`src/include/sonata_consts.svh`:
```
`ifndef SONATA_CONSTS_SVH
`define SONATA_CONSTS_SVH

// bus and data widths
`define SONATA_BYTECNT_W        7
`define SONATA_TEXT_W           128
`define SONATA_LB_W             32

// identity bytes, read only
`define SONATA_CRYPT_TYPE       8'h02
`define SONATA_CRYPT_REV        8'h04
`define SONATA_IDENTIFY         8'h2e

// register map
`define SONATA_REG_USER_LED        8'h01
`define SONATA_REG_CRYPT_TYPE      8'h02
`define SONATA_REG_CRYPT_REV       8'h03
`define SONATA_REG_IDENTIFY        8'h04
`define SONATA_REG_CRYPT_GO        8'h05
`define SONATA_REG_CRYPT_TEXTIN    8'h06
`define SONATA_REG_CRYPT_TEXTOUT   8'h08
`define SONATA_REG_CRYPT_CIPHEROUT 8'h09
`define SONATA_REG_CRYPT_KEY       8'h0a
`define SONATA_REG_LB_DATA1        8'h10
`define SONATA_REG_LB_DATA2        8'h11
`define SONATA_REG_LB_ADDR         8'h12
`define SONATA_REG_LB_ACTION       8'h13

// reset values of the control registers
`define SONATA_USER_LED_RST     1'b0
`define SONATA_LB_ACTION_RST    4'h0

`endif

```
`src/logic/lb_pkg.sv`:
```
`include "sonata_consts.svh"

package lb_pkg;

   // bit 0 up: port 1 write, port 1 read, port 2 write, port 2 read
   typedef struct packed {
      logic lb2_rd;
      logic lb2_wr;
      logic lb1_rd;
      logic lb1_wr;
   } lb_action_t;

   // the pair of port words, seen either as host bytes or as two port words
   typedef union packed {
      logic [7:0][7:0] bytes;       // byte n at bits 8n+7..8n
      struct packed {
         logic [`SONATA_LB_W-1:0] p2;
         logic [`SONATA_LB_W-1:0] p1;
      } port;
   } lb_data_u;

endpackage

```
`src/logic/reg_map_pkg.sv`:
```
package reg_map_pkg;

   // one bit per register, exactly one set on a decoded access
   typedef struct packed {
      logic user_led;
      logic crypt_type;
      logic crypt_rev;
      logic identify;
      logic crypt_go;         // write fires start, read gives busy
      logic crypt_key;
      logic crypt_textin;
      logic crypt_textout;    // captured on done
      logic crypt_cipherout;  // captured on done
      logic lb_data1;         // port 1 word, bytes 0..3
      logic lb_data2;         // port 2 word, bytes 4..7 of the pair
      logic lb_addr;          // byte 3 write launches the action
      logic lb_action;
   } reg_sel_t;

endpackage

```
`src/logic/sonata_reg_decode.sv`:
```
`timescale 1ns/1ps
`include "sonata_consts.svh"

module sonata_reg_decode
   import reg_map_pkg::*;
(
   input  logic [7:0]  reg_address_i,
   input  logic        reg_addrvalid_i,
   input  logic        reg_read_i,
   input  logic        reg_write_i,
   output reg_sel_t    wr_sel_o,
   output reg_sel_t    rd_sel_o
);

   reg_sel_t hit;   // raw address match, not yet qualified

   always_comb begin
      hit = '0;
      case (reg_address_i)
         `SONATA_REG_USER_LED:        hit.user_led        = 1'b1;
         `SONATA_REG_CRYPT_TYPE:      hit.crypt_type      = 1'b1;
         `SONATA_REG_CRYPT_REV:       hit.crypt_rev       = 1'b1;
         `SONATA_REG_IDENTIFY:        hit.identify        = 1'b1;
         `SONATA_REG_CRYPT_GO:        hit.crypt_go        = 1'b1;
         `SONATA_REG_CRYPT_KEY:       hit.crypt_key       = 1'b1;
         `SONATA_REG_CRYPT_TEXTIN:    hit.crypt_textin    = 1'b1;
         `SONATA_REG_CRYPT_TEXTOUT:   hit.crypt_textout   = 1'b1;
         `SONATA_REG_CRYPT_CIPHEROUT: hit.crypt_cipherout = 1'b1;
         `SONATA_REG_LB_DATA1:        hit.lb_data1        = 1'b1;
         `SONATA_REG_LB_DATA2:        hit.lb_data2        = 1'b1;
         `SONATA_REG_LB_ADDR:         hit.lb_addr         = 1'b1;
         `SONATA_REG_LB_ACTION:       hit.lb_action       = 1'b1;
         default:                     hit = '0;   // unmapped
      endcase
   end

   // qualifiers applied here only
   always_comb begin
      wr_sel_o = '0;
      rd_sel_o = '0;
      if (reg_addrvalid_i && reg_write_i)
         wr_sel_o = hit;
      if (reg_addrvalid_i && reg_read_i)
         rd_sel_o = hit;
   end

endmodule

```
`src/logic/sonata_reg_execute.sv`:
```
`timescale 1ns/1ps
`include "sonata_consts.svh"

module sonata_reg_execute
   import reg_map_pkg::*;
   import lb_pkg::*;
(
   input  logic                          usb_clk,
   input  logic                          reset_i,
   input  reg_sel_t                      wr_sel_i,
   input  logic [`SONATA_BYTECNT_W-1:0]  reg_bytecnt_i,
   input  logic [7:0]                    write_data_i,

   input  logic                          crypt_busy_i,
   input  logic                          crypt_done_i,
   input  logic [`SONATA_TEXT_W-1:0]     crypt_textout_i,
   input  logic [`SONATA_TEXT_W-1:0]     crypt_cipherout_i,

   input  logic [`SONATA_LB_W-1:0]       lb1_rd_d_i,
   input  logic                          lb1_rd_rdy_i,
   input  logic [`SONATA_LB_W-1:0]       lb2_rd_d_i,
   input  logic                          lb2_rd_rdy_i,

   output logic                          user_led_o,
   output logic [`SONATA_TEXT_W-1:0]     crypt_key_o,
   output logic [`SONATA_TEXT_W-1:0]     crypt_textin_o,
   output logic                          crypt_start_o,
   output logic                          busy_q_o,
   output logic [`SONATA_TEXT_W-1:0]     textout_q_o,
   output logic [`SONATA_TEXT_W-1:0]     cipherout_q_o,
   output lb_data_u                      lb_rd_data_o,

   output logic [`SONATA_LB_W-1:0]       lb_addr_o,
   output logic [`SONATA_LB_W-1:0]       lb1_wr_d_o,
   output logic [`SONATA_LB_W-1:0]       lb2_wr_d_o,
   output logic                          lb1_wr_o,
   output logic                          lb1_rd_o,
   output logic                          lb2_wr_o,
   output logic                          lb2_rd_o
);

   lb_data_u    lb_wr_q;        // write words for both ports
   lb_action_t  action_q;
   logic        done_q;
   logic        done_rise;
   logic        lb_fire;        // address byte 3 written this cycle

   assign done_rise = crypt_done_i & ~done_q;
   assign lb_fire   = wr_sel_i.lb_addr && (reg_bytecnt_i == 'd3);

   assign lb1_wr_d_o = lb_wr_q.port.p1;
   assign lb2_wr_d_o = lb_wr_q.port.p2;

   ////////////////////////////////////////////////////////////
   // control state and strobes
   ////////////////////////////////////////////////////////////

   always_ff @(posedge usb_clk) begin
      if (reset_i) begin
         user_led_o    <= `SONATA_USER_LED_RST;
         action_q      <= lb_action_t'(`SONATA_LB_ACTION_RST);
         crypt_start_o <= 1'b0;
         busy_q_o      <= 1'b0;
         done_q        <= 1'b0;
         lb1_wr_o      <= 1'b0;
         lb1_rd_o      <= 1'b0;
         lb2_wr_o      <= 1'b0;
         lb2_rd_o      <= 1'b0;
      end else begin
         if (wr_sel_i.user_led)
            user_led_o <= write_data_i[0];
         if (wr_sel_i.lb_action)
            action_q <= lb_action_t'(write_data_i[3:0]);

         crypt_start_o <= wr_sel_i.crypt_go;   // one cycle per go write
         busy_q_o      <= crypt_busy_i;
         done_q        <= crypt_done_i;

         // each enabled port gets a single pulse
         lb1_wr_o <= lb_fire & action_q.lb1_wr;
         lb1_rd_o <= lb_fire & action_q.lb1_rd;
         lb2_wr_o <= lb_fire & action_q.lb2_wr;
         lb2_rd_o <= lb_fire & action_q.lb2_rd;
      end
   end

   ////////////////////////////////////////////////////////////
   // byte-wide data registers and captures
   ////////////////////////////////////////////////////////////

   always_ff @(posedge usb_clk) begin
      if (wr_sel_i.crypt_key)
         crypt_key_o[reg_bytecnt_i*8 +: 8] <= write_data_i;
      if (wr_sel_i.crypt_textin)
         crypt_textin_o[reg_bytecnt_i*8 +: 8] <= write_data_i;
      if (wr_sel_i.lb_data1)
         lb_wr_q.bytes[reg_bytecnt_i] <= write_data_i;
      if (wr_sel_i.lb_data2)
         lb_wr_q.bytes[reg_bytecnt_i + 4] <= write_data_i;   // upper word
      if (wr_sel_i.lb_addr)
         lb_addr_o[reg_bytecnt_i*8 +: 8] <= write_data_i;

      // core results, sampled once per done pulse
      if (done_rise) begin
         textout_q_o   <= crypt_textout_i;
         cipherout_q_o <= crypt_cipherout_i;
      end

      if (lb1_rd_rdy_i)
         lb_rd_data_o.port.p1 <= lb1_rd_d_i;
      if (lb2_rd_rdy_i)
         lb_rd_data_o.port.p2 <= lb2_rd_d_i;
   end

endmodule

```
`src/logic/sonata_reg_result.sv`:
```
`timescale 1ns/1ps
`include "sonata_consts.svh"

module sonata_reg_result
   import reg_map_pkg::*;
   import lb_pkg::*;
(
   input  reg_sel_t                      rd_sel_i,
   input  logic [`SONATA_BYTECNT_W-1:0]  reg_bytecnt_i,
   input  logic                          user_led_i,
   input  logic                          busy_q_i,
   input  logic [`SONATA_TEXT_W-1:0]     crypt_key_i,
   input  logic [`SONATA_TEXT_W-1:0]     crypt_textin_i,
   input  logic [`SONATA_TEXT_W-1:0]     textout_q_i,
   input  logic [`SONATA_TEXT_W-1:0]     cipherout_q_i,
   input  lb_data_u                      lb_rd_data_i,
   output logic [7:0]                    read_data_o
);

   // combinational read mux, valid in the read cycle itself
   always_comb begin
      case (1'b1)
         rd_sel_i.user_led:
            read_data_o = {7'b0, user_led_i};
         rd_sel_i.crypt_type:
            read_data_o = `SONATA_CRYPT_TYPE;
         rd_sel_i.crypt_rev:
            read_data_o = `SONATA_CRYPT_REV;
         rd_sel_i.identify:
            read_data_o = `SONATA_IDENTIFY;
         rd_sel_i.crypt_go:
            read_data_o = {7'b0, busy_q_i};   // busy, one cycle late
         rd_sel_i.crypt_key:
            read_data_o = crypt_key_i[reg_bytecnt_i*8 +: 8];
         rd_sel_i.crypt_textin:
            read_data_o = crypt_textin_i[reg_bytecnt_i*8 +: 8];
         rd_sel_i.crypt_textout:
            read_data_o = textout_q_i[reg_bytecnt_i*8 +: 8];
         rd_sel_i.crypt_cipherout:
            read_data_o = cipherout_q_i[reg_bytecnt_i*8 +: 8];
         rd_sel_i.lb_data1:
            read_data_o = lb_rd_data_i.bytes[reg_bytecnt_i];
         rd_sel_i.lb_data2:
            read_data_o = lb_rd_data_i.bytes[reg_bytecnt_i + 4];  // port 2 word
         default:
            read_data_o = 8'h00;   // no select, or write-only register
      endcase
   end

endmodule

```
`src/logic/sonata_reg_top.sv`:
```
`timescale 1ns/1ps
`include "sonata_consts.svh"

module sonata_reg_top
   import reg_map_pkg::*;
   import lb_pkg::*;
(
   input  logic                          usb_clk,
   input  logic                          reset_i,

   // host register bus
   input  logic [7:0]                    reg_address_i,
   input  logic [`SONATA_BYTECNT_W-1:0]  reg_bytecnt_i,
   input  logic [7:0]                    write_data_i,
   output logic [7:0]                    read_data_o,
   input  logic                          reg_read_i,
   input  logic                          reg_write_i,
   input  logic                          reg_addrvalid_i,

   // crypto core
   output logic                          user_led_o,
   output logic [`SONATA_TEXT_W-1:0]     crypt_key_o,
   output logic [`SONATA_TEXT_W-1:0]     crypt_textin_o,
   output logic                          crypt_start_o,
   input  logic                          crypt_busy_i,
   input  logic                          crypt_done_i,
   input  logic [`SONATA_TEXT_W-1:0]     crypt_textout_i,
   input  logic [`SONATA_TEXT_W-1:0]     crypt_cipherout_i,

   // local-bus memory ports
   output logic [`SONATA_LB_W-1:0]       lb_addr_o,
   output logic [`SONATA_LB_W-1:0]       lb1_wr_d_o,
   output logic [`SONATA_LB_W-1:0]       lb2_wr_d_o,
   output logic                          lb1_wr_o,
   output logic                          lb1_rd_o,
   output logic                          lb2_wr_o,
   output logic                          lb2_rd_o,
   input  logic [`SONATA_LB_W-1:0]       lb1_rd_d_i,
   input  logic                          lb1_rd_rdy_i,
   input  logic [`SONATA_LB_W-1:0]       lb2_rd_d_i,
   input  logic                          lb2_rd_rdy_i
);

   reg_sel_t                     wr_sel;
   reg_sel_t                     rd_sel;
   logic                         busy_q;
   logic [`SONATA_TEXT_W-1:0]    textout_q;
   logic [`SONATA_TEXT_W-1:0]    cipherout_q;
   lb_data_u                     lb_rd_data;

   sonata_reg_decode u_decode (
      .reg_address_i   (reg_address_i),
      .reg_addrvalid_i (reg_addrvalid_i),
      .reg_read_i      (reg_read_i),
      .reg_write_i     (reg_write_i),
      .wr_sel_o        (wr_sel),
      .rd_sel_o        (rd_sel)
   );

   sonata_reg_execute u_execute (
      .usb_clk           (usb_clk),
      .reset_i           (reset_i),
      .wr_sel_i          (wr_sel),
      .reg_bytecnt_i     (reg_bytecnt_i),
      .write_data_i      (write_data_i),
      .crypt_busy_i      (crypt_busy_i),
      .crypt_done_i      (crypt_done_i),
      .crypt_textout_i   (crypt_textout_i),
      .crypt_cipherout_i (crypt_cipherout_i),
      .lb1_rd_d_i        (lb1_rd_d_i),
      .lb1_rd_rdy_i      (lb1_rd_rdy_i),
      .lb2_rd_d_i        (lb2_rd_d_i),
      .lb2_rd_rdy_i      (lb2_rd_rdy_i),
      .user_led_o        (user_led_o),
      .crypt_key_o       (crypt_key_o),
      .crypt_textin_o    (crypt_textin_o),
      .crypt_start_o     (crypt_start_o),
      .busy_q_o          (busy_q),
      .textout_q_o       (textout_q),
      .cipherout_q_o     (cipherout_q),
      .lb_rd_data_o      (lb_rd_data),
      .lb_addr_o         (lb_addr_o),
      .lb1_wr_d_o        (lb1_wr_d_o),
      .lb2_wr_d_o        (lb2_wr_d_o),
      .lb1_wr_o          (lb1_wr_o),
      .lb1_rd_o          (lb1_rd_o),
      .lb2_wr_o          (lb2_wr_o),
      .lb2_rd_o          (lb2_rd_o)
   );

   sonata_reg_result u_result (
      .rd_sel_i        (rd_sel),
      .reg_bytecnt_i   (reg_bytecnt_i),
      .user_led_i      (user_led_o),
      .busy_q_i        (busy_q),
      .crypt_key_i     (crypt_key_o),
      .crypt_textin_i  (crypt_textin_o),
      .textout_q_i     (textout_q),
      .cipherout_q_i   (cipherout_q),
      .lb_rd_data_i    (lb_rd_data),
      .read_data_o     (read_data_o)
   );

endmodule

```
`config.mk`:
```
export PLATFORM = sky130hd
export DESIGN_NAME = sonata_reg_top
export DESIGN_NICKNAME = d
export VERILOG_FILES = /design/src/logic/lb_pkg.sv /design/src/logic/reg_map_pkg.sv /design/src/logic/sonata_reg_decode.sv /design/src/logic/sonata_reg_execute.sv /design/src/logic/sonata_reg_result.sv /design/src/logic/sonata_reg_top.sv
export VERILOG_INCLUDE_DIRS = /design/src /design/src/include
export SDC_FILE = /design/constraint.sdc
export NUM_CORES = 1
export LEC_CHECK = 0
export ABC_AREA = 1
export BUFFER_PORTS_ARGS = -buffer_cell sky130_fd_sc_hd__buf_2
export CORE_ASPECT_RATIO = 0.8
export CORE_MARGIN = 4
export CORE_UTILIZATION = 32
export DETAILED_ROUTE_END_ITERATION = 10
export PLACE_DENSITY = 0.55
export SLEW_MARGIN = 20
export SYNTH_ARGS = -nofsm -noshare
export SYNTH_HDL_FRONTEND = slang
export SYNTH_SLANG_ARGS = --single-unit
```
`constraint.sdc`:
```
create_clock -name usb_clk -period 20.4 [get_ports usb_clk]
set_input_delay 1.02 -clock usb_clk [delete_from_list [all_inputs] [get_ports usb_clk]]
set_output_delay 1.02 -clock usb_clk [all_outputs]
set_load 0.01 [all_outputs]
```
==> results of run 1 <==
## synth_stat cells, drive strengths merged, types with 2 or more instances
cell      n  area, sq um
a211oi    5         37.5
a21boi    2         15.0
a21oi    24          120
buf      70          347
clkbuf   72          270
dfxtp    76         1520
edfxtp  608        18300
ha        5         62.6
inv     140          526
nand2   531         2100
nand3   175          881
nand4     5         31.3
nor2    549         2090
nor3     44          225
nor3b     3         22.5
nor4     10         98.8
o211ai   31          233
o21ai   260         1300
o221ai   11         96.3
o22a      4         35.0
o22ai    55          344
or2      20          125
## registers in the layout (all words and copies together) (netlist names)
| name | flops |
|---|---|
| u_execute.action_q | 4 |
| u_execute.busy_q_o | 1 |
| u_execute.cipherout_q_o | 128 |
| u_execute.crypt_key_o | 128 |
| u_execute.crypt_start_o | 1 |
| u_execute.crypt_textin_o | 128 |
| u_execute.done_q | 1 |
| u_execute.lb1_rd_o | 1 |
| u_execute.lb1_wr_o | 1 |
| u_execute.lb2_rd_o | 1 |
| u_execute.lb2_wr_o | 1 |
| u_execute.lb_addr_o | 32 |
| u_execute.lb_rd_data_o | 64 |
| u_execute.lb_wr_q | 64 |
| u_execute.textout_q_o | 128 |
| u_execute.user_led_o | 1 |
## critical path, delay by kind of cell
family	cells	cell delay [ns]
and+or+nand+nor	10	1.37
AOI/OAI and AO/OA	1	0.75
buffers and inverters	5	2.09
## cell type report
class / instances / area (sq um)
Fill cell: 8991 / 53300
Sequential cell: 684 / 19800
Multi-Input combinational cell: 1738 / 7900
Timing Repair Buffer: 749 / 3840
Clock buffer: 93 / 1990
Tap cell: 1200 / 1500
Inverter: 140 / 536
Clock inverter: 38 / 334
Antenna cell: 17 / 42.5
## kinds of logic (layout without fill, tap and decap cells)
logic type      after synthesis  in the layout
fa+ha+maj                     5              5
other cells                   0             17
simple gates               1338           1338
buf+inv                     282           1020
compound gates              395            395
flops                       684            684
## where the power goes
part	internal [uW]	total [uW]	switching, uW
logic	61.7	220	159
registers	1560	1570	9.83
clock network	747	1320	576
## how the worst min path moves through the flow
stage,end
after floorplan,u_execute.lb2_rd_o$_SDFF_PP0_
after detailed placement,u_execute.lb2_rd_o$_SDFF_PP0_
after global routing,u_execute.lb_wr_q[11]$_DFF_P_
after CTS,u_execute.lb2_rd_o$_SDFF_PP0_
after global placement,u_execute.lb2_rd_o$_SDFF_PP0_
final,u_execute.lb_wr_q[14]$_DFF_P_
## layer usage
metal | vias to the layer above | track usage
li1 | 10700 | -
met1 | 11600 | 0.342
met2 | 1328 | 0.399
met3 | 179 | 0.0882
met4 | 20 | 0.0609
met5 | - | 0
## through the flow
stage	hold WS [ns]	cell area (sq um)
after floorplan	0.425	28800
after global placement	0.457	33500
after detailed placement	0.455	33600
after CTS	0.468	35900
after global routing	0.485	35900
final	0.468	35900
==> results.tsv, run 1 <==
stage	metric	value	unit
run_status	status	complete, no violations	
grt	vias in the first global route	23400	
critical_path	WP data arrival	5.43	ns
worst_hold_path	hold path cells	2	
clocking	CTS clk-pin slew, worst paths	0.06	ns
floorplanning	initial core utilization	0.322	
finish	Cell Count, Final, Fillers Out	4659	
floorplanning	# IOs	718	
yosys	Seq/Total Area, Yosys	0.688	
critical_path	Setup crit start kind	input port	
timing	Max Clk Rate	0.155	GHz
timing	Layout Skew	0.0208	ns
timing	RSZ-0062 raised after global routing	no	
detailed_routing	drt initial violations	2540	
clocking	clk root buf	clkbuf_16	
yosys	Net Count, Synth	3061	
clocking	# hold bufs at CTS	0	
detailed_routing	met3 WL	14800	um
critical_path	crit path from	reg_bytecnt_i[0]	
clocking	clk_lat worst skew	0.63	ns
yosys	main combinational cell family by area after synthesis	simple AND/OR/NAND/NOR gates	
worst_hold_path	Hold Path Class	reg -> reg	
floorplanning	Die W	343	um
critical_path	nature of the critical path endpoint	output port	
detailed_routing	Avg WL per Cell	27.0	um
detailed_routing	DRC violations left	0	
detailed_routing	DR WL met2	56600	um
placed_design	placed cells	4511	
finish	synthesis-to-layout area growth	24.9	%
grt	largest net degree at the start of global routing	96	
critical_path	CP max stage delay	0.75	ns
yosys	simple-gate share of the synthesized area	0.194	
finish	share of layout cells above drive strength 1	0.271	
floorplanning	Core ar.	0.0893	sq mm
yosys	number of synthesized flops with an enable pin	608	
clocking	post_cts resized	0	
floorplanning	chip height	276	um
timing	Final WS setup	13.95	ns
yosys	Post-Synth Adder-Cell Area	0.00217	
detailed_routing	WL met1	51300	um
floorplanning	Site Rows	98	
yosys	Synth async-reset ratio	0	
clocking	Max H-tree Level	3	
yosys	Syn Inst Count	2704	
critical_path	Critical Path, Cell by Cell	buf_8 > inv_8 > buf_4 > buf_4 > nand2_1 > nand3_1 > nand2_1 > o21ai_0 > nand3_1 > nand2_1 > nand3_1 > nor2_1 > nand2_1 > nand2_1 > nand2_1 > buf_2	
timing	TNS Setup	0	ns
yosys	Distinct cells, synth	38	
critical_path	most used cell along the critical path	nand2_1	
timing	relative slew slack	0.225	
finish	most common cell after layout, fill and taps aside	buf_2	
grt	GR Overflow Total	0	
grt	first-pass GRT wire length	173000	um
critical_path	r2r startpoint	u_execute.done_q$_SDFF_PP0_	
yosys	Syn Area/Cell	10.6	sq um
detailed_routing	DR vias/cell	5.13	
critical_path	CP Max Fanout	95	
detailed_routing	Routed WL	126000	um
clocking	Max Root-Sink Buffers	3	
placed_design	dpl hpwl	92700	um
placed_design	dpl ws	13.98	ns
floorplanning	Die ar.	0.0948	sq mm
timing	min Tclk post-route	6.45	ns
critical_path	worst reg-to-reg setup slack	16.40	ns
yosys	post-synthesis xor/xnor area fraction	0	
run	MaxCap Viol Count	0	
clocking	clock sinks	684	
worst_hold_path	Hold Startpoint	u_execute.lb_wr_q[14]$_DFF_P_	
yosys	Synth warnings	0	
critical_path	CP endpoint	read_data_o[1]	
timing	# setup viols final	0	
power	Pwr Total	3110	uW
timing	Final Hold Fails	0	
detailed_routing	antenna viol nets, final	0	
critical_path	reg2reg end	u_execute.cipherout_q_o[73]$_DFFE_PP_	
critical_path	critical path class	in -> out	
critical_path	reg2reg path depth	5	
yosys	FF+latch count, synth	684	
finish	Post-Route Utilization	0.402	
placed_design	GP Congestion	0.943	
power	Worst VDD drop	67.8	uV
clocking	postcts setup bufs	0	
timing	fin crit share	0.316	
clocking	CTS Buf Count	75	
placed_design	Port Buffer Count	717	
yosys	Post-synth top flop	edfxtp_1	
finish	Final nets	3745	
detailed_routing	First-pass DRT Iterations	8	
grt	antenna violations before repair	25	
finish	most frequent cells in the layout	715 x buf_2, 608 x edfxtp_1, 538 x nor2_1	
yosys	Mapped Area	0.0288	sq mm
detailed_routing	Top Layer Used	met5	
critical_path	CP required	19.38	ns
yosys	mux share of post-synthesis cell area	0	
power	Pwr Density	86.7	mW/mm^2
timing	Final Max Tran Viols	0	
detailed_routing	via count	23900	
grt	all-layer global routing usage	0.256	
power	P_leak	0.0133	uW
yosys	compound-cell area share of the yosys netlist	0.0766	
timing	Slew @ Worst Pin	1.16	ns
clocking	CTS tree	done	
critical_path	crit path max-delay cell type	o21ai_0	
Power figures use the tool's default switching activity.
==> run 2, diff against run 1 <==
--- a/config.mk
+++ b/config.mk
@@ -6,7 +6,7 @@
 export SDC_FILE = /design/constraint.sdc
 export NUM_CORES = 1
 export LEC_CHECK = 0
-export ABC_AREA = 1
+export ABC_AREA = 0
 export BUFFER_PORTS_ARGS = -buffer_cell sky130_fd_sc_hd__buf_2
 export CORE_ASPECT_RATIO = 0.8
 export CORE_MARGIN = 4
==> constraint.sdc (replaced) <==
create_clock -name usb_clk -period 6.7 [get_ports usb_clk]
set_input_delay 0.335 -clock usb_clk [delete_from_list [all_inputs] [get_ports usb_clk]]
set_output_delay 0.335 -clock usb_clk [all_outputs]
set_load 0.01 [all_outputs]
==> run 2 against run 1 <==
  * Die area decreased by 4.2%
  * Critical path depth decreased by 6
  * Non-clock buffer count up 310
  * Total power rose to 3.1 times the previous value
  * Combinational power rose to 3.3 times the previous value
  * Register-to-register slack worse by 12 ns
  * Worst hold slack got worse by 0.39 ns
  * Core utilization increased by 4.5 points
  * Via count fell by 17%
  * Flip-flop and latch count unchanged
  * First-iteration DRC count shrank 23%
  * Clock power rose to 3.1 times the previous value
  * Critical path type is now in -> reg
==> results.tsv, run 2 <==
stage	metric	value	unit	change
run_status	status	complete, no violations		unchanged
yosys	Mapped Area	0.0275	sq mm	was 0.0288 sq mm
yosys	area share of the largest cell type after synthesis	0.664		was 0.635
yosys	count leader, synth	edfxtp_1		unchanged
floorplanning	Die W	336	um	was 343 um
grt	all-layer global routing usage	0.245		was 0.256
yosys	Syn Inst Count	1577		was 2704
finish	fill count	7512		was 8991
clocking	# hold bufs at CTS	322		was 0
yosys	Synth warnings	0		unchanged
floorplanning	Core ar.	0.0846	sq mm	was 0.0893 sq mm
floorplanning	initial core utilization	0.325		was 0.322
clocking	Max H-tree Level	3		unchanged
critical_path	critical path class	in -> reg		was in -> out
yosys	Post-synth top cells	608 x edfxtp_1, 174 x nor2_1, 144 x mux4_2, 94 x nand2_1, 76 x dfxtp_1		was 608 x edfxtp_1, 543 x nor2_1, 504 x nand2_1, 253 x o21ai_0, 174 x nand3_1
finish	Final nets	2980		was 3745
timing	Final WS setup	2.40	ns	was 13.95 ns
detailed_routing	via count	19800		was 23900
yosys	Syn Area/Cell	17.4	sq um	was 10.6 sq um
yosys	Post-synth top flop	edfxtp_1		unchanged
critical_path	crit path max-delay cell type	nor2_1		was o21ai_0
yosys	area leader, netlist	edfxtp_1		unchanged
grt	first-pass GRT wire length	157000	um	was 173000 um
clocking	CTS clk-pin slew, worst paths	0.06	ns	about the same
detailed_routing	DRC violations left	0		unchanged
clocking	CTS Buf Count	72		was 75
clocking	post_cts resized	0		unchanged
grt	antenna violations before repair	9		was 25
yosys	number of synthesized flops with an enable pin	608		unchanged
critical_path	CP Max Fanout	45		was 95
timing	RSZ-0062 raised after global routing	no		unchanged
run	MaxCap Viol Count	0		unchanged
clocking	CTS tree	done		unchanged
power	Logic pwr share	0.076		was 0.071
finish	Post-Route Utilization	0.448		was 0.402
critical_path	Critical Path, Cell by Cell	buf_4 > inv_2 > ha_1 > nand2_1 > nor2_1 > ha_1 > nor2b_1 > nand4_2 > or2_1 > nor2_1		was buf_8 > inv_8 > buf_4 > buf_4 > nand2_1 > nand3_1 > nand2_1 > o21ai_0 > nand3_1 > nand2_1 > nand3_1 > nor2_1 > nand2_1 > nand2_1 > nand2_1 > buf_2
timing	Final Max Tran Viols	0		unchanged
yosys	Synth area leaders	edfxtp_1 66%, mux4_2 12%, dfxtp_1 5.5%, mux2_2 2.6%, nor2_1 2.4%		was edfxtp_1 63%, nor2_1 7.1%, nand2_1 6.6%, dfxtp_1 5.3%, o21ai_0 4.4%
power	internal power	7460	uW	was 2370 uW
critical_path	CP required	6.95	ns	was 19.38 ns
power	Sw Share	0.219		was 0.239
power	clock share of power	0.424		was 0.425
finish	register area	0.0198	sq mm	unchanged
finish	share of layout cells above drive strength 1	0.407		was 0.271
timing	relative slew slack	0.278		was 0.225
clocking	postcts setup bufs	0		unchanged
floorplanning	Site Rows	95		was 98
critical_path	WP data arrival	4.55	ns	was 5.43 ns
detailed_routing	First-pass DRT Iterations	6		was 8
placed_design	dpl hpwl	84900	um	was 92700 um
yosys	Net Count, Synth	1934		was 3061
clocking	clk root buf	clkbuf_16		unchanged
clocking	Max Root-Sink Buffers	3		unchanged
critical_path	CP max stage delay	0.67	ns	was 0.75 ns
timing	fin crit share	0.642		
yosys	Seq/Total Area, Yosys	0.719		was 0.688
power	Worst VDD drop	177	uV	was 67.8 uV
grt	largest net degree at the start of global routing	165		was 96
finish	area of the multi-input gates	0.00734	sq mm	was 0.00790 sq mm
yosys	Synth async-reset ratio	0		unchanged
power	Seq pwr share	0.501		was 0.505
placed_design	dpl ws	1.84	ns	was 13.98 ns
finish	synthesis-to-layout area growth	37.8	%	was 24.9%
power	Pwr Density	252	mW/mm^2	was 86.7 mW/mm^2
finish	most frequent cells in the layout	714 x buf_2, 608 x edfxtp_1, 322 x dlygate4sd3_1		was 715 x buf_2, 608 x edfxtp_1, 538 x nor2_1
floorplanning	chip height	270	um	was 276 um
yosys	Distinct cells, synth	66		was 38
timing	Layout Skew	0.0189	ns	was 0.0208 ns
timing	# setup viols final	0		unchanged
floorplanning	Die ar.	0.0908	sq mm	was 0.0948 sq mm
worst_hold_path	Hold Path Class	in -> reg		was reg -> reg
detailed_routing	Avg WL per Cell	30.2	um	was 27.0 um
grt	GR Overflow Total	0		unchanged
critical_path	Setup crit start kind	input port		unchanged
clocking	clk_lat worst skew	0.62	ns	was 0.63 ns
grt	vias in the first global route	20700		was 23400
detailed_routing	drt initial violations	1953		was 2540
timing	Final Hold Fails	0		unchanged
timing	Max Clk Rate	0.233	GHz	
clocking	clock sinks	684		unchanged
placed_design	Port Buffer Count	717		unchanged
timing	Slew @ Worst Pin	1.08	ns	was 1.16 ns
finish	most common cell after layout, fill and taps aside	buf_2		unchanged
critical_path	nature of the critical path endpoint	flip-flop		was output port
detailed_routing	DR vias/cell	5.23		was 5.13
timing	TNS Setup	0	ns	unchanged
detailed_routing	Routed WL	115000	um	was 126000 um
detailed_routing	antenna viol nets, final	0		unchanged
placed_design	GP Congestion	0.936		was 0.943
yosys	FF+latch count, synth	684		unchanged
power	Switching Power	2100	uW	was 744 uW
floorplanning	# IOs	718		unchanged
timing	min Tclk post-route	4.30	ns	
power	P_leak	0.0131	uW	was 0.0133 uW
run 2: kinds of logic (layout without fill, tap and decap cells):
group,count (synthesis),count (layout),share of synthesized area
adder cells (fa/ha/maj),5,5,0.00227
other,0,2,0
multiplexers,240,240,0.156
flip-flops,684,684,0.719
XOR/XNOR,7,7,0.00291
AND/OR/NAND/NOR,446,446,0.0799
AO/OA/AOI/OAI,101,101,0.0241
buffers and inverters,94,1191,0.0160
run 2: final cells by class:
cell class | count | share of cell area
Timing Repair Buffer | 1059 | 0.185
Clock inverter | 27 | 0.00739
Clock buffer | 98 | 0.0549
Tap cell | 1115 | 0.0368
Multi-Input combinational cell | 799 | 0.194
Antenna cell | 2 | 0.000132
Sequential cell | 684 | 0.522
Inverter | 7 | 0.000693
run 2: worst max-delay path, delay by kind of cell:
family	cells	cell delay, ns
and+or+nand+nor	6	2.22
buffers and inverters	2	1.09
adders and majority gates	2	0.78
run 2: metrics by stage:
step	area, sq um	cells	power [uW]	hold WS (ns)
after global routing	37900	3789	9860	0.0606
after CTS	37900	3789	9620	0.0303
after floorplan	27500	1577	5160	0.423
final	37900	3791	9560	0.0769
after global placement	32300	3341	5420	0.450
after detailed placement	32300	3342	5440	0.448
run 2: power groups by stage:
| stage | clock [uW] | sequential, uW | combinational, uW |
|---|---|---|---|
| 2_1_floorplan | 0 | 4870 | 287 |
| 3_3_place_gp | 0 | 4870 | 554 |
| 3_5_place_dp | 0 | 4880 | 562 |
| 4_1_cts | 4110 | 4790 | 723 |
| 5_1_grt | 4300 | 4790 | 765 |
| 6_report | 4050 | 4790 | 722 |
run 2: layer usage:
layer | vias up | track usage | routed length [um]
met2 | 1176 | 0.417 | 56300
met5 | - | 0 | 44
met1 | 10200 | 0.318 | 44700
met3 | 194 | 0.0541 | 9990
li1 | 8286 | - | -
met4 | 6 | 0.0686 | 3480
run 2: worst paths after layout:
check / slack [ns] / end / depth (start not counted) / from
min: 0.08 / u_execute.crypt_start_o$_SDFF_PP0_ / 3 / reg_write_i
max reg2reg: 4.66 / u_execute.cipherout_q_o[30]$_DFFE_PP_ / 2 / u_execute.done_q$_SDFF_PP0_
max: 2.40 / u_execute.crypt_key_o[57]$_DFFE_PP_ / 10 / reg_bytecnt_i[2]
min reg2reg: 0.46 / u_execute.lb1_wr_o$_SDFF_PP0_ / 1 / u_execute.action_q[0]$_SDFFE_PP0P_
==> run 3, diff against run 2 <==
--- a/config.mk
+++ b/config.mk
@@ -12,7 +12,7 @@
 export CORE_MARGIN = 4
 export CORE_UTILIZATION = 32
 export DETAILED_ROUTE_END_ITERATION = 10
-export PLACE_DENSITY = 0.55
+export PLACE_DENSITY = 0.57
 export SLEW_MARGIN = 20
 export SYNTH_ARGS = -nofsm -noshare
 export SYNTH_HDL_FRONTEND = slang
==> constraint.sdc (replaced) <==
create_clock -name usb_clk -period 3.6 [get_ports usb_clk]
set_input_delay 0.18 -clock usb_clk [delete_from_list [all_inputs] [get_ports usb_clk]]
set_output_delay 0.18 -clock usb_clk [all_outputs]
set_load 0.01 [all_outputs]
==> run 3 against run 2 <==
  * Sequential power up 86%
  * Worst hold slack got worse by 0.0081 ns
  * Clock skew up 0.0060 ns
  * Sequential share of layout area shrank 0.77 points
  * Worst setup slack worse by 2.2 ns
  * Clock-buffer cell count down 7
  * Critical endpoint is now read_data_o[5]
  * Combinational power up 94%
==> results.tsv, run 3 (synthesis gave the netlist of run 2 again) <==
stage	metric	value	unit	change
power	P_leak	0.0134	uW	was 0.0131 uW
detailed_routing	drt initial violations	1812		was 1953
detailed_routing	First-pass DRT Iterations	7		was 6
placed_design	dpl ws	0.180	ns	was 1.84 ns
grt	first-pass GRT wire length	160000	um	was 157000 um
timing	min Tclk post-route	3.41	ns	
detailed_routing	DR vias/cell	5.19		was 5.23
timing	Max Clk Rate	0.293	GHz	
finish	most frequent cells in the layout	715 x buf_2, 608 x edfxtp_1, 328 x dlygate4sd3_1		was 714 x buf_2, 608 x edfxtp_1, 322 x dlygate4sd3_1
clocking	Max H-tree Level	3		unchanged
finish	synthesis-to-layout area growth	39.8	%	was 37.8%
grt	antenna violations before repair	10		was 9
timing	Final WS setup	0.192	ns	was 2.40 ns
critical_path	critical path class	in -> out		was in -> reg
finish	Post-Route Utilization	0.455		was 0.448
timing	fin crit share	0.947		
clocking	clk_lat worst skew	0.63	ns	was 0.62 ns
timing	Slew @ Worst Pin	1.01	ns	was 1.08 ns
floorplanning	Die W	336	um	unchanged
timing	WHS	0.0688	ns	was 0.0769 ns
timing	# setup viols final	0		unchanged
grt	all-layer global routing usage	0.248		was 0.245
critical_path	worst reg-to-reg setup slack	1.73	ns	was 4.66 ns
detailed_routing	antenna viol nets, final	0		unchanged
clocking	Max Root-Sink Buffers	3		unchanged
finish	register area	0.0198	sq mm	about the same
finish	fill count	7490		was 7512
finish	Final nets	3061		was 2980
grt	largest net degree at the start of global routing	85		was 165
timing	Layout Skew	0.0248	ns	was 0.0189 ns
floorplanning	# IOs	718		unchanged
run_status	status	complete, no violations		unchanged
floorplanning	Die ar.	0.0908	sq mm	unchanged
floorplanning	Site Rows	95		unchanged
power	Pwr Total	17600	uW	was 9560 uW
detailed_routing	via count	20200		was 19800
placed_design	dpl hpwl	85400	um	was 84900 um
worst_hold_path	Hold Path Class	in -> reg		unchanged
timing	relative slew slack	0.321		was 0.278
grt	GR Overflow Total	0		unchanged
critical_path	CP Max Fanout	8		was 45
floorplanning	Core ar.	0.0846	sq mm	unchanged
clocking	clock sinks	684		unchanged
grt	vias in the first global route	21100		was 20700
critical_path	nature of the critical path endpoint	output port		was flip-flop
finish	most common cell after layout, fill and taps aside	buf_2		unchanged
timing	Final Hold Fails	0		unchanged
timing	Final Max Tran Viols	0		unchanged
finish	share of layout cells above drive strength 1	0.421		was 0.407
critical_path	Setup crit start kind	input port		unchanged
clocking	CTS clk-pin slew, worst paths	0.06	ns	about the same
floorplanning	chip height	270	um	unchanged
placed_design	Port Buffer Count	717		unchanged
detailed_routing	Avg WL per Cell	29.8	um	was 30.2 um
clocking	clk root buf	clkbuf_16		unchanged
power	Pwr Density	456	mW/mm^2	was 252 mW/mm^2
run	MaxCap Viol Count	0		unchanged
detailed_routing	DRC violations left	0		unchanged
placed_design	GP Congestion	0.876		was 0.936
critical_path	WP data arrival	3.23	ns	was 4.55 ns
clocking	CTS Buf Count	71		was 72
detailed_routing	Routed WL	116000	um	was 115000 um
clocking	CTS tree	done		unchanged
finish	area of the multi-input gates	0.00734	sq mm	about the same
critical_path	CP required	3.42	ns	was 6.95 ns
power	Worst VDD drop	328	uV	was 177 uV
floorplanning	initial core utilization	0.325		unchanged
timing	RSZ-0062 raised after global routing	no		unchanged
-- run 3: cell count changes in the layout (fill, tap and decap cells not counted), moves of 4 or more --
cell	delta
buf_4	+73
diode_2	+5
clkbuf_16	-4
dlygate4sd3_1	+6
clkinv_1	+7
clkbuf_8	-4
-- run 3: power breakdown --
part | switching, uW | leakage [uW] | internal, uW
Combinational | 732 | 0.00667 | 668
Sequential | 63.6 | 0.00569 | 8850
Clock | 3150 | 0.00109 | 4100
Total | 3940 | 0.0134 | 13600
-- run 3: timing repair --
action,in CTS,in global routing
gates resized for setup,0,0
hold endpoints to repair,328,0
hold buffers,328,0
buffers inserted,0,0
-- run 3: path summary, 6_finish.rpt --
kind                                           start  cells past startpoint                             endpoint
setup / recovery                    reg_address_i[5]                      9                       read_data_o[5]
hold / removal                       write_data_i[1]                      3   u_execute.action_q[1]$_SDFFE_PP0P_
setup reg to reg         u_execute.done_q$_SDFF_PP0_                      2  u_execute.textout_q_o[77]$_DFFE_PP_
hold reg to reg   u_execute.action_q[0]$_SDFFE_PP0P_                      1        u_execute.lb1_wr_o$_SDFF_PP0_
-- run 3: per-stage QoR --
| stage | cells | setup TNS (ns) | area [sq um] |
|---|---|---|---|
| floorplan | 1577 | -233.47 | 27500 |
| global placement | 3417 | -0.508 | 32900 |
| detailed placement | 3418 | 0 | 32900 |
| CTS | 3875 | 0 | 38500 |
| global route | 3879 | 0 | 38500 |
| finish | 3882 | 0 | 38500 |
-- run 3: layout make-up --
| type | count | area share |
|---|---|---|
| flip-flops and latches | 684 | 0.514 |
| repair buffers | 1141 | 0.199 |
| multi-input cells | 799 | 0.191 |
| clock buffers | 91 | 0.0500 |
| well taps | 1115 | 0.0363 |
| clock inverters | 38 | 0.00842 |
| inverters | 7 | 0.000683 |
| diodes | 7 | 0.000455 |
-- run 3: layer usage --
layer | up-vias | global-route usage | part of all wire
met3 | 199 | 0.0613 | 0.088
li1 | 8474 | - | -
met5 | - | 0 | 0.00055
met4 | 10 | 0.0758 | 0.032
met2 | 1145 | 0.415 | 0.48
met1 | 10300 | 0.318 | 0.40
-- run 3: worst max-delay path: stages --
cell	delay [ns]
buf_2	0.14
or4_1	0.64
buf_4	0.22
nor2_1	0.17
nand2_1	0.22
nor2_1	0.73
nand3_1	0.38
a41oi_1	0.33
buf_2	0.21
